**src/logic/rob_pkg.sv**
```systemverilog
package rob_pkg;

	// Default tag width, eight entries.
	parameter int ROB_TAG_WIDTH_DEF = 3;

	// LC-3b instruction word encodings.
	typedef enum logic [3:0]
	{
		op_br   = 4'b0000,
		op_add  = 4'b0001,
		op_ldb  = 4'b0010,
		op_stb  = 4'b0011,
		op_jsr  = 4'b0100,
		op_and  = 4'b0101,
		op_ldr  = 4'b0110,
		op_str  = 4'b0111,
		op_rti  = 4'b1000,
		op_not  = 4'b1001,
		op_ldi  = 4'b1010,
		op_sti  = 4'b1011,
		op_jmp  = 4'b1100,
		op_shf  = 4'b1101,
		op_lea  = 4'b1110,
		op_trap = 4'b1111
	} lc3b_opcode;

	typedef logic [2:0] lc3b_reg;
	typedef logic [15:0] lc3b_word;

	// Result known at dispatch, no bus write needed.
	function automatic logic ready_at_alloc(input lc3b_opcode op);
		return (op inside {op_br, op_lea, op_jsr, op_str, op_stb});
	endfunction

	// Opcodes that update their dest at retire.
	function automatic logic writes_reg(input lc3b_opcode op);
		return (op inside {op_add, op_and, op_not, op_ldb, op_ldi, op_ldr, op_lea, op_shf,
			op_jsr});
	endfunction

endpackage

```
**src/logic/rob_ifs.sv**
```systemverilog
interface dispatch_if #(parameter int rob_tag_width = rob_pkg::ROB_TAG_WIDTH_DEF);
	import rob_pkg::*;

	// Driven by the top level.
	logic valid;
	lc3b_opcode opcode;
	lc3b_reg dest;
	lc3b_word value;
	logic predict;
	lc3b_word pc;
	// Returned by the buffer.
	logic [rob_tag_width-1:0] tag;
	logic full;

	modport storage (input valid, opcode, dest, value, predict, pc, output tag, full);
	modport rename (input valid, opcode, dest, tag, full);
endinterface

interface retire_if #(parameter int rob_tag_width = rob_pkg::ROB_TAG_WIDTH_DEF);
	import rob_pkg::*;

	// Head entry view.
	logic head_valid;
	lc3b_opcode opcode;
	lc3b_reg dest;
	lc3b_word value;
	logic predict;
	lc3b_word pc;
	logic [rob_tag_width-1:0] head_tag;
	// Retire decisions.
	logic pop;
	logic commit_we;
	logic flush;

	modport storage (output head_valid, opcode, dest, value, predict, pc, head_tag,
		input pop, flush);
	modport ctrl (input head_valid, opcode, value, predict, pc, output pop, commit_we, flush);
	modport rename (input commit_we, dest, value, head_tag, flush);
endinterface

interface lookup_if #(parameter int rob_tag_width = rob_pkg::ROB_TAG_WIDTH_DEF);
	import rob_pkg::*;

	logic [rob_tag_width-1:0] sr1_tag;
	logic [rob_tag_width-1:0] sr2_tag;
	lc3b_word sr1_value;
	logic sr1_valid;
	lc3b_word sr2_value;
	logic sr2_valid;

	modport storage (input sr1_tag, sr2_tag, output sr1_value, sr1_valid, sr2_value, sr2_valid);
	modport rename (output sr1_tag, sr2_tag, input sr1_value, sr1_valid, sr2_value, sr2_valid);
endinterface

```
**src/logic/rob_storage.sv**
```systemverilog
module rob_storage #(parameter int rob_tag_width = rob_pkg::ROB_TAG_WIDTH_DEF)
(
	input logic clk,
	input logic rst,
	dispatch_if.storage disp,
	retire_if.storage ret,
	lookup_if.storage lkp,
	input logic cdb_valid,
	input logic [rob_tag_width-1:0] cdb_tag,
	input rob_pkg::lc3b_word cdb_value
);
	import rob_pkg::*;

	localparam int entries = 2 ** rob_tag_width;

	// Entry payload fields.
	lc3b_opcode opcode_q [entries];
	lc3b_reg dest_q [entries];
	lc3b_word value_q [entries];
	logic predict_q [entries];
	lc3b_word pc_q [entries];
	// Result present flag per entry.
	logic [entries-1:0] valid_q;

	// Circular pointers, count one bit wider.
	logic [rob_tag_width-1:0] head;
	logic [rob_tag_width-1:0] tail;
	logic [rob_tag_width:0] count;

	logic empty;
	logic alloc;

	assign empty = (count == '0);
	assign disp.full = (count == entries[rob_tag_width:0]);
	assign disp.tag = tail;

	// Dispatch is ignored while full or in the flush cycle.
	assign alloc = disp.valid && !disp.full && !ret.flush;

	// Head entry.
	assign ret.head_valid = !empty && valid_q[head];
	assign ret.opcode = opcode_q[head];
	assign ret.dest = dest_q[head];
	assign ret.value = value_q[head];
	assign ret.predict = predict_q[head];
	assign ret.pc = pc_q[head];
	assign ret.head_tag = head;

	// Operand reads by tag.
	assign lkp.sr1_value = value_q[lkp.sr1_tag];
	assign lkp.sr1_valid = valid_q[lkp.sr1_tag];
	assign lkp.sr2_value = value_q[lkp.sr2_tag];
	assign lkp.sr2_valid = valid_q[lkp.sr2_tag];

	// Payload written at the tail.
	always_ff @(posedge clk)
	begin
		if (alloc)
		begin
			opcode_q[tail] <= disp.opcode;
			dest_q[tail] <= disp.dest;
			predict_q[tail] <= disp.predict;
			pc_q[tail] <= disp.pc;
			value_q[tail] <= disp.value;
		end
		// Bus results land by tag.
		if (cdb_valid)
			value_q[cdb_tag] <= cdb_value;
	end

	// Valid bits, pointers and count.
	always_ff @(posedge clk)
	begin
		if (rst || ret.flush)
		begin
			valid_q <= '0;
			head <= '0;
			tail <= '0;
			count <= '0;
		end
		else
		begin
			if (alloc)
			begin
				valid_q[tail] <= ready_at_alloc(disp.opcode);
				tail <= tail + 1'b1;
			end
			if (cdb_valid)
				valid_q[cdb_tag] <= 1'b1;
			// Retired entry drops its valid.
			if (ret.pop)
			begin
				valid_q[head] <= 1'b0;
				head <= head + 1'b1;
			end
			// Allocate and pop together cancel.
			case ({alloc, ret.pop})
				2'b10: count <= count + 1'b1;
				2'b01: count <= count - 1'b1;
				default: count <= count;
			endcase
		end
	end

endmodule

```
**src/logic/retire_ctrl.sv**
```systemverilog
module retire_ctrl
(
	input logic clk,
	input logic rst,
	retire_if.ctrl ret,
	output logic mispredict,
	output rob_pkg::lc3b_word mispredict_pc
);
	import rob_pkg::*;

	logic flush_q;
	lc3b_word branch_pc_q;
	logic branch_wrong;

	// Retire whenever the head is ready, except in the flush cycle.
	assign ret.pop = ret.head_valid && !flush_q;
	assign ret.commit_we = ret.pop && writes_reg(ret.opcode);

	// Bit 0 of a branch value holds the actual outcome.
	assign branch_wrong = ret.pop && (ret.opcode == op_br) && (ret.predict != ret.value[0]);

	// One-cycle flush pulse after a wrong branch retires.
	always_ff @(posedge clk)
	begin
		if (rst)
			flush_q <= 1'b0;
		else
			flush_q <= branch_wrong;
	end

	// Branch pc held for the pulse.
	always_ff @(posedge clk)
	begin
		if (branch_wrong)
			branch_pc_q <= ret.pc;
	end

	assign ret.flush = flush_q;
	assign mispredict = flush_q;
	assign mispredict_pc = branch_pc_q;

endmodule

```
**src/logic/rename_regfile.sv**
```systemverilog
module rename_regfile #(parameter int rob_tag_width = rob_pkg::ROB_TAG_WIDTH_DEF)
(
	input logic clk,
	input logic rst,
	dispatch_if.rename disp,
	retire_if.rename ret,
	lookup_if.rename lkp,
	input rob_pkg::lc3b_reg disp_sr1,
	input rob_pkg::lc3b_reg disp_sr2,
	output rob_pkg::lc3b_word sr1_value,
	output logic sr1_ready,
	output logic [rob_tag_width-1:0] sr1_tag,
	output rob_pkg::lc3b_word sr2_value,
	output logic sr2_ready,
	output logic [rob_tag_width-1:0] sr2_tag
);
	import rob_pkg::*;

	// Architectural state plus rename info.
	lc3b_word reg_value [8];
	logic [7:0] reg_busy;
	logic [rob_tag_width-1:0] reg_tag [8];

	logic alloc;
	logic owner_match;

	// Same accept rule as the buffer.
	assign alloc = disp.valid && !disp.full && !ret.flush;

	// Retiring entry is still the latest writer.
	assign owner_match = reg_busy[ret.dest] && (reg_tag[ret.dest] == ret.head_tag);

	always_ff @(posedge clk)
	begin
		if (rst)
		begin
			reg_busy <= '0;
			for (int i = 0; i < 8; i++)
			begin
				reg_value[i] <= '0;
				reg_tag[i] <= '0;
			end
		end
		else if (ret.flush)
			reg_busy <= '0;
		else
		begin
			// Commit first so a new rename of the same reg wins.
			if (ret.commit_we)
			begin
				reg_value[ret.dest] <= ret.value;
				if (owner_match)
					reg_busy[ret.dest] <= 1'b0;
			end
			if (alloc && writes_reg(disp.opcode))
			begin
				reg_busy[disp.dest] <= 1'b1;
				reg_tag[disp.dest] <= disp.tag;
			end
		end
	end

	// Tags for the buffer lookup.
	assign lkp.sr1_tag = reg_tag[disp_sr1];
	assign lkp.sr2_tag = reg_tag[disp_sr2];
	assign sr1_tag = reg_tag[disp_sr1];
	assign sr2_tag = reg_tag[disp_sr2];

	// Busy sources come from the buffer.
	assign sr1_ready = !reg_busy[disp_sr1] || lkp.sr1_valid;
	assign sr1_value = reg_busy[disp_sr1] ? lkp.sr1_value : reg_value[disp_sr1];
	assign sr2_ready = !reg_busy[disp_sr2] || lkp.sr2_valid;
	assign sr2_value = reg_busy[disp_sr2] ? lkp.sr2_value : reg_value[disp_sr2];

endmodule

```
**src/logic/rob_unit.sv**
```systemverilog
module rob_unit #(parameter int rob_tag_width = rob_pkg::ROB_TAG_WIDTH_DEF)
(
	input logic clk,
	input logic rst,
	input logic disp_valid,
	input rob_pkg::lc3b_opcode disp_opcode,
	input rob_pkg::lc3b_reg disp_dest,
	input rob_pkg::lc3b_reg disp_sr1,
	input rob_pkg::lc3b_reg disp_sr2,
	input rob_pkg::lc3b_word disp_value,
	input logic disp_predict,
	input rob_pkg::lc3b_word disp_pc,
	input logic cdb_valid,
	input logic [rob_tag_width-1:0] cdb_tag,
	input rob_pkg::lc3b_word cdb_value,
	output logic full,
	output logic [rob_tag_width-1:0] disp_tag,
	output rob_pkg::lc3b_word sr1_value,
	output logic sr1_ready,
	output logic [rob_tag_width-1:0] sr1_tag,
	output rob_pkg::lc3b_word sr2_value,
	output logic sr2_ready,
	output logic [rob_tag_width-1:0] sr2_tag,
	output logic retire_valid,
	output logic retire_we,
	output rob_pkg::lc3b_reg retire_dest,
	output rob_pkg::lc3b_word retire_value,
	output logic mispredict,
	output rob_pkg::lc3b_word mispredict_pc
);

	dispatch_if #(.rob_tag_width(rob_tag_width)) disp_bus ();
	retire_if #(.rob_tag_width(rob_tag_width)) ret_bus ();
	lookup_if #(.rob_tag_width(rob_tag_width)) lkp_bus ();

	// Dispatch fields onto the bundle.
	assign disp_bus.valid = disp_valid;
	assign disp_bus.opcode = disp_opcode;
	assign disp_bus.dest = disp_dest;
	assign disp_bus.value = disp_value;
	assign disp_bus.predict = disp_predict;
	assign disp_bus.pc = disp_pc;
	assign full = disp_bus.full;
	assign disp_tag = disp_bus.tag;

	// Retire view.
	assign retire_valid = ret_bus.pop;
	assign retire_we = ret_bus.commit_we;
	assign retire_dest = ret_bus.dest;
	assign retire_value = ret_bus.value;

	rob_storage #(.rob_tag_width(rob_tag_width)) u_storage (
		.clk(clk), .rst(rst), .disp(disp_bus), .ret(ret_bus), .lkp(lkp_bus),
		.cdb_valid(cdb_valid), .cdb_tag(cdb_tag), .cdb_value(cdb_value)
	);

	retire_ctrl u_retire (
		.clk(clk), .rst(rst), .ret(ret_bus),
		.mispredict(mispredict), .mispredict_pc(mispredict_pc)
	);

	rename_regfile #(.rob_tag_width(rob_tag_width)) u_regfile (
		.clk(clk), .rst(rst), .disp(disp_bus), .ret(ret_bus), .lkp(lkp_bus),
		.disp_sr1(disp_sr1), .disp_sr2(disp_sr2),
		.sr1_value(sr1_value), .sr1_ready(sr1_ready), .sr1_tag(sr1_tag),
		.sr2_value(sr2_value), .sr2_ready(sr2_ready), .sr2_tag(sr2_tag)
	);

endmodule

```
**config.mk**
```make
export PLATFORM = sky130hd
export DESIGN_NAME = rob_unit
export DESIGN_NICKNAME = d
export VERILOG_FILES = /design/src/logic/rob_pkg.sv /design/src/logic/rob_ifs.sv /design/src/logic/rob_storage.sv /design/src/logic/retire_ctrl.sv /design/src/logic/rename_regfile.sv /design/src/logic/rob_unit.sv
export SDC_FILE = /design/constraint.sdc
export NUM_CORES = 1
export LEC_CHECK = 0
export BUFFER_PORTS_ARGS = -buffer_cell sky130_fd_sc_hd__buf_2
export CORE_UTILIZATION = 50
export CTS_BUF_LIST = sky130_fd_sc_hd__clkbuf_2 sky130_fd_sc_hd__clkbuf_4 sky130_fd_sc_hd__clkbuf_8
export DETAILED_ROUTE_END_ITERATION = 10
export MAX_ROUTING_LAYER = met4
export PLACE_DENSITY = 0.67
export SYNTH_ARGS = -nofsm -noshare
export SYNTH_HDL_FRONTEND = slang
export SYNTH_HIERARCHICAL = 1
export SYNTH_SLANG_ARGS = --single-unit
```
**constraint.sdc**
```tcl
create_clock -name clk -period 11.7 [get_ports clk]
set_input_delay 2.34 -clock clk [delete_from_list [all_inputs] [get_ports clk]]
set_output_delay 2.34 -clock clk [all_outputs]
set_load 0.01 [all_outputs]
```
==> results.md, run 1 <==
* Crit Path Category: input pin to output pin
* Hold Path Class: flop to flop
* P_int at 3.29 mW
* Clk_skew at around 40 ps
* Pin count of the biggest net entering global routing at between 70 and 80
* Yosys Warn Count at 6
* Worst Setup SP: disp_sr2[0]
* Maximum vdd drop at roughly 120 uV
* Worst-Margin Slew at around 1100 ps
* Number of fill cells at about 4100
* Max-slew violation count at 0
* Sw frac at between 20% and 30%
* Post-synth top area cell: edfxtp_1
* Final worst-path cycle share at about two thirds
* Io pins at approximately 150
* Worst Reg-to-Reg Cells at 10
* Failing checks: DRC
* Resize count post-CTS at 0
* Seq pwr share at between 40% and 50%
* First DRT Iteration DRCs at 1260
* Post-DR wirelength/cell at 27.4 um
* Final setup fails at 0
* Post-route cell area at 29800 um^2
* Post-DR vias/cell at roughly 6.2
* Largest delay share family, worst path: multiplexers
* Drt drc at 24
* Yosys top cell area share at around 55%
* Net Sw Power at 1.20 mW
* IO buf count at 150
* Core area at 52800 um^2
* ANT nets after route at 0
* CTS tree: done
* Total gr overflow at 0
* Post-Syn Nets at between 1500 and 2000
* Layout cell share with drive strength beyond 1 at between 40% and 50%
* Vias in the first global route at ~16000
* Pwr/cell area at between 150 and 200 nW/um^2
* Max-cap viol count at 0
* Post-CTS setup buffers at 0
* Placer Congestion at a little over 0.8
* Slew headroom at between 20% and 30%
* Async set-or-reset flop fraction in the synthesized netlist at 0%
* Clock latency on the worst-skew pair at 690 ps
* Critical Path Slowest Stage Cell: buf_4
* Via count at between 15000 and 20000
* Synth area leaders: edfxtp_1 (55%), mux4_2 (20%), mux2_2 (6.7%)
* DP HPWL at between 40000 and 50000 um
* DP Area at 28100 um^2
* Crit start category: input pin
* First-pass GRT wire length at between 100000 and 150000 um
* Post-synth EDFFs at 488
* Cell breakdown of the critical path: buf_2 > buf_4 > mux4_2 > mux2_2 > buf_4 > mux4_2 > mux2_2 > nor2_1 > a21oi_1 > buf_2
* Tmin final at around 8000 ps
* Total CTS buffers at 84
* Post-synthesis instance total at between 1500 and 2000
* Rows at 84
* Maximum clock insertion buffer count at 3
* 1st-pass router iterations at 8
* Comb power frac at 16.8%
* DIE AREA at ~54000 um^2
* Status: complete, but fails checks
* Final Hold Fails at 0
* Area delta synth->final at 11.3%
* WL final at between 60000 and 70000 um
* Gr usage total at 26.3%
* HP Start: u_storage/count[3]
* Register area share after synthesis at between 50% and 60%
* Critical path data required time at 9360 ps
* Main synth FF type: edfxtp_1
* CP arrival at 5680 ps
* Distinct cells, synth at 55
* Initial Utilization at between 50% and 60%
* Clock power share at roughly 35%
* H-tree depth at 3
* Post-CTS Hold Fix Bufs at 0
* CP max FO at 40
* Leakage power at 10.1 nW
* Fin nets at roughly 1800
* Mapped cell area at 26800 um^2
* Root buffer cell: clkbuf_8
* F_max at 125 MHz
* Worst path depth at 10
* Max stage delay on crit path at approximately 650 ps
* Clock tree sinks at approximately 520
* Die height at roughly 230 um
* Worst-path clk slew at 60 ps
* Post-route setup TNS at 0 ps
* Mean post-synth cell area at between 15 and 20 um^2
* CP Capture Point: sr2_value[4]
* CP Buf/Inv Count at 4
* Seq cells post-synth at 518
* Crit Reg-Reg Endpoint: u_regfile/reg_value[5][4]
* Reg-to-reg slack, setup at between 6000 and 7000 ps
* RSZ-0062 raised after global routing: false
* Chip width at about 230 um
* Crit end category: output pin
* Initial antenna violation count at 14
## cell usage after synthesis (3+ instances only)
cell / number
nand3b_1: 5
nand2b_1: 19
nor3_1: 21
xnor2_1: 5
nand3_1: 3
nor3b_1: 4
buf_1: 9
mux2i_1: 56
dfxtp_1: 30
ha_1: 6
a21oi_1: 44
buf_2: 17
nand2_1: 13
nor2b_1: 5
inv_1: 12
a31oi_1: 4
mux2_2: 160
buf_6: 18
or4_1: 4
or2_2: 17
buf_4: 16
mux4_2: 233
o31ai_1: 4
nor2_1: 69
nor3_2: 8
mux2_1: 49
nor4bb_1: 3
xor2_1: 4
clkbuf_1: 53
o21ai_0: 13
or2_1: 3
edfxtp_1: 488
nor4_1: 10
and2_1: 130
## area by class of cell
cell class / count / area [um^2] / area share, %
Sequential cell: 518 / 15300 / 51.3
Multi-Input combinational cell: 919 / 10900 / 36.7
Clock buffer: 118 / 1420 / 4.78
Timing Repair Buffer: 182 / 991 / 3.33
Tap cell: 688 / 861 / 2.89
Clock inverter: 35 / 225 / 0.756
Inverter: 12 / 45.0 / 0.151
Antenna cell: 13 / 32.5 / 0.109
## per-stage QoR
stage	util (%)	setup WS (ps)	power, mW	hold slack [ps]	cells
after floorplan	-	4210	2.75	457	1565
after global placement	53.3	3710	2.96	481	2319
after detailed placement	53.3	3700	2.98	486	2319
after CTS	56.4	3690	4.53	495	2472
after global routing	56.4	3510	4.66	540	2485
final	56.4	3680	4.49	509	2485
## flip-flops by register name, indices dropped and copies added (netlist names), named ones only
name / flops
u_storage/opcode_q: 32
u_regfile/reg_busy: 8
u_storage/count: 4
u_retire/mispredict: 1
u_regfile/reg_tag: 24
u_storage/valid_q: 8
u_storage/dest_q: 24
u_storage/value_q: 128
u_regfile/reg_value: 128
u_storage/predict_q: 8
u_storage/ret.head_tag: 3
u_retire/mispredict_pc: 16
u_storage/disp.tag: 3
u_storage/pc_q: 128
## metal layers
metal	vias to the layer above	part of all wire [%]	global-route usage, %	wire [um]
met4	0	2.1	7.68	1400
met5	-	0	-	0
li1	6665	-	-	-
met1	7976	41	34.4	27900
met2	609	49	41.1	33000
met3	118	8.3	6.14	5630
## worst register-to-register path, delay by kind of cell (launching register included)
family	cells	cell delay [ps]
flops	1	960
mux	2	900
buf+inv	2	880
simple gates	4	1910
fa+ha+maj	1	180
compound gates	1	420
## cell families after synthesis
kind of cell	after synthesis	share of synthesized area, %
XOR/XNOR	11	0.416
adder cells (fa/ha/maj)	6	0.281
buffers and inverters	128	2.66
flip-flops	518	57.0
AO/OA/AOI/OAI	72	1.50
multiplexers	500	30.7
AND/OR/NAND/NOR	330	7.46
## cell usage in the layout (no fill, tap or decap), drive strengths merged, types with 2 or more instances in the layout
master,n
edfxtp,488
mux4,235
mux2,209
buf,182
and2,130
clkbuf,118
nor2,69
mux2i,56
a21oi,44
nor3,31
dfxtp,30
clkinv,28
nand2b,20
or2,20
inv,17
diode,13
nand2,13
o21ai,13
nor4,12
xnor2,7
ha,6
nor3b,6
nor2b,5
nand3b,5
nand3,5
or4,4
a31oi,4
xor2,4
o31ai,4
nor4bb,3
a311oi,2
or3,2
nor4b,2
## how the worst min path moves through the flow
stage                         endpoint  slack (ps)  cells past startpoint
floorplan           u_storage/count[3]         460                      2
detailed placement  u_storage/count[3]         490                      2
CTS                 u_storage/count[3]         500                      2
global placement    u_storage/count[3]         480                      2
finish              u_storage/count[3]         510                      2
global route        u_storage/count[3]         540                      2
## power groups by stage
stage / sequential [mW] / clock [mW] / combinational [mW]
final: 2.19 / 1.55 / 0.754
after global routing: 2.20 / 1.66 / 0.804
after CTS: 2.19 / 1.59 / 0.757
after detailed placement: 2.23 / 0 / 0.752
after global placement: 2.22 / 0 / 0.742
after floorplan: 2.18 / 0 / 0.570
No activity file was read; power rests on OpenSTA's default activity.
==> inputs of run 2 (changes only) <==
==> constraint.sdc (replaced) <==
create_clock -name clk -period 7.75 [get_ports clk]
set_input_delay 1.55 -clock clk [delete_from_list [all_inputs] [get_ports clk]]
set_output_delay 1.55 -clock clk [all_outputs]
set_load 0.01 [all_outputs]
==> run 2 against run 1 <==
The run still ends with DRC left. Largest cell class unchanged. Final cell count up 0.24%. Register-to-register slack got worse by 3200 ps. First-iteration DRC count down 6.4%. Combinational power increased by 49%.
==> results.md, run 2 (synthesis gave the netlist of run 1 again) <==
* Status: complete, but fails checks
* Failing checks: DRC
* Rows at 84 (unchanged)
* Crit Path Category: input pin to output pin
* Post-CTS Hold Fix Bufs at 0 (unchanged)
* CP arrival at 4660 ps (-1020 ps)
* Via count at 15378 (+0.065%)
* Vias in the first global route at 15892 (+0.65%)
* 1st-pass router iterations at 8 (unchanged)
* Leakage power at 10.1 nW (+0.53%)
* Max-slew violation count at 0 (unchanged)
* Non-filler instance count after layout at 2491 (+0.24%)
* Max-cap viol count at 0 (unchanged)
* Core area at 52800 um^2 (unchanged)
* Maximum vdd drop at 187 uV (+54%)
* Placer Congestion at 0.842 (+1.9%)
* CP max FO at 20 (-50%)
* Pwr/cell area at 228 nW/um^2 (+51%)
* H-tree depth at 3 (unchanged)
* Biggest regs: u_regfile/reg_value (128), u_storage/pc_q (128), u_storage/value_q (128)
* Maximum clock insertion buffer count at 3 (unchanged)
* Final setup fails at 0 (unchanged)
* Tmin final at a little over 6000 ps
* F_max at about 160 MHz
* Clk_skew at 43.8 ps (+3.73 ps)
* Gr usage total at 26.6% (+0.33 points)
* Final worst-path cycle share at roughly four fifths
* Commonest non-fill, non-tap cell in the layout: edfxtp_1
* Critical path data required time at 6200 ps (-3160 ps)
* Critical Path Slowest Stage Cell: mux2_2
* Post-CTS setup buffers at 0 (unchanged)
* Crit start category: input pin
* Drt drc at 24 (unchanged)
* Initial antenna violation count at 14 (unchanged)
* Initial Utilization at 50.7% (unchanged)
* Crit end category: output pin
* Worst-path clk slew at 60 ps (about the same)
* Post-placement setup slack at 1510 ps (-2190 ps)
* DIE AREA at 54500 um^2 (unchanged)
* Area delta synth->final at 11.6%
* First-pass GRT wire length at 101000 um (+0.58%)
* Clock tree sinks at 518 (unchanged)
* Layout cell share with drive strength beyond 1 at 43.0% (+0.14 points)
* Reg-to-reg slack, setup at 2930 ps (-3150 ps)
* Resize count post-CTS at 0 (unchanged)
* ANT nets after route at 0 (unchanged)
* Cell breakdown of the critical path: buf_2 > mux4_2 > mux2_2 > buf_4 > mux4_2 > mux2_2 > nor2_1 > a21oi_1 > buf_2
* Post-DR vias/cell at 6.17 (-0.18%)
* First DRT Iteration DRCs at 1179 (-6.4%)
* FF/Latch Area at 15300 um^2 (unchanged)
* Chip width at 233 um (unchanged)
* Most frequent cells in the layout: edfxtp_1 (488), mux4_2 (233), mux2_2 (160)
* Pin count of the biggest net entering global routing at 48 (-32%)
* CTS tree: done
* RSZ-0062 raised after global routing: false
* Multi-input gate area at 10900 um^2 (about the same)
* Root buffer cell: clkbuf_8
* Total gr overflow at 0 (unchanged)
* DP HPWL at 42700 um (+2.3%)
* IO buf count at 150 (unchanged)
* Total CTS buffers at 85 (+1.2%)
* Worst-Margin Slew at 1140 ps (-1.76 ps)
* Clock latency on the worst-skew pair at 700 ps (about the same)
* Hold Path Class: flop to flop
* Final Hold Fails at 0 (unchanged)
* Io pins at 151 (unchanged)
* Max stage delay on crit path at 630 ps (-20 ps)
* Number of fill cells at 4123 (-0.27%)
* PnR worst setup slack at 1540 ps (-2150 ps)
* Post-DR wirelength/cell at 27.6 um (+0.99%)
* Post-route setup TNS at 0 ps (unchanged)
* Post-Place Cells at 2327 (+0.34%)
* Die height at 233 um (unchanged)
* WL final at 68800 um (+1.2%)
* Fin nets at 1801 (+0.50%)
* Slew headroom at 24.0% (+0.12 points)
run 2: area by class of cell:
class                           instances  area share, %
Antenna cell                           13          0.109
Tap cell                              688           2.88
Multi-Input combinational cell        919           36.6
Clock inverter                         33          0.792
Clock buffer                          118           4.83
Timing Repair Buffer                  190           3.52
Sequential cell                       518           51.1
Inverter                               12          0.151
run 2: layer usage:
layer  track usage (%)  wire, um
met1              33.5     28000
met3              7.29      5510
met4              8.03      1580
met2              42.1     33800
met5                 -         0
run 2: worst max-delay path, delay by kind of cell:
family	cells	cell delay, ps
AO/OA/AOI/OAI	1	90
AND/OR/NAND/NOR	1	250
buffers and inverters	3	990
multiplexers	4	1740
run 2: worst paths after layout:
kind | startpoint | to | cells after the start
max | disp_sr2[1] | sr2_value[3] | 9
min | u_storage/count[3] | u_storage/count[3] | 2
max reg2reg | flop | u_regfile/reg_value[6][4] | 9
min reg2reg | u_storage/count[3] | u_storage/count[3] | 2
run 2: stage by stage:
stage | util, % | power, mW | instance area (um^2) | hold slack (ps)
after floorplan | - | 4.15 | 26800 | 457
after global placement | 53.4 | 4.46 | 28100 | 483
after detailed placement | 53.4 | 4.49 | 28100 | 487
after CTS | 56.5 | 6.86 | 29800 | 503
after global routing | 56.6 | 7.06 | 29900 | 532
final | 56.6 | 6.81 | 29900 | 520
run 2: report_power, final:
group / internal [mW] / total, mW / switching, mW
combinational: 0.541 / 1.12 / 0.582
sequential: 3.19 / 3.31 / 0.112
clock: 1.25 / 2.38 / 1.12
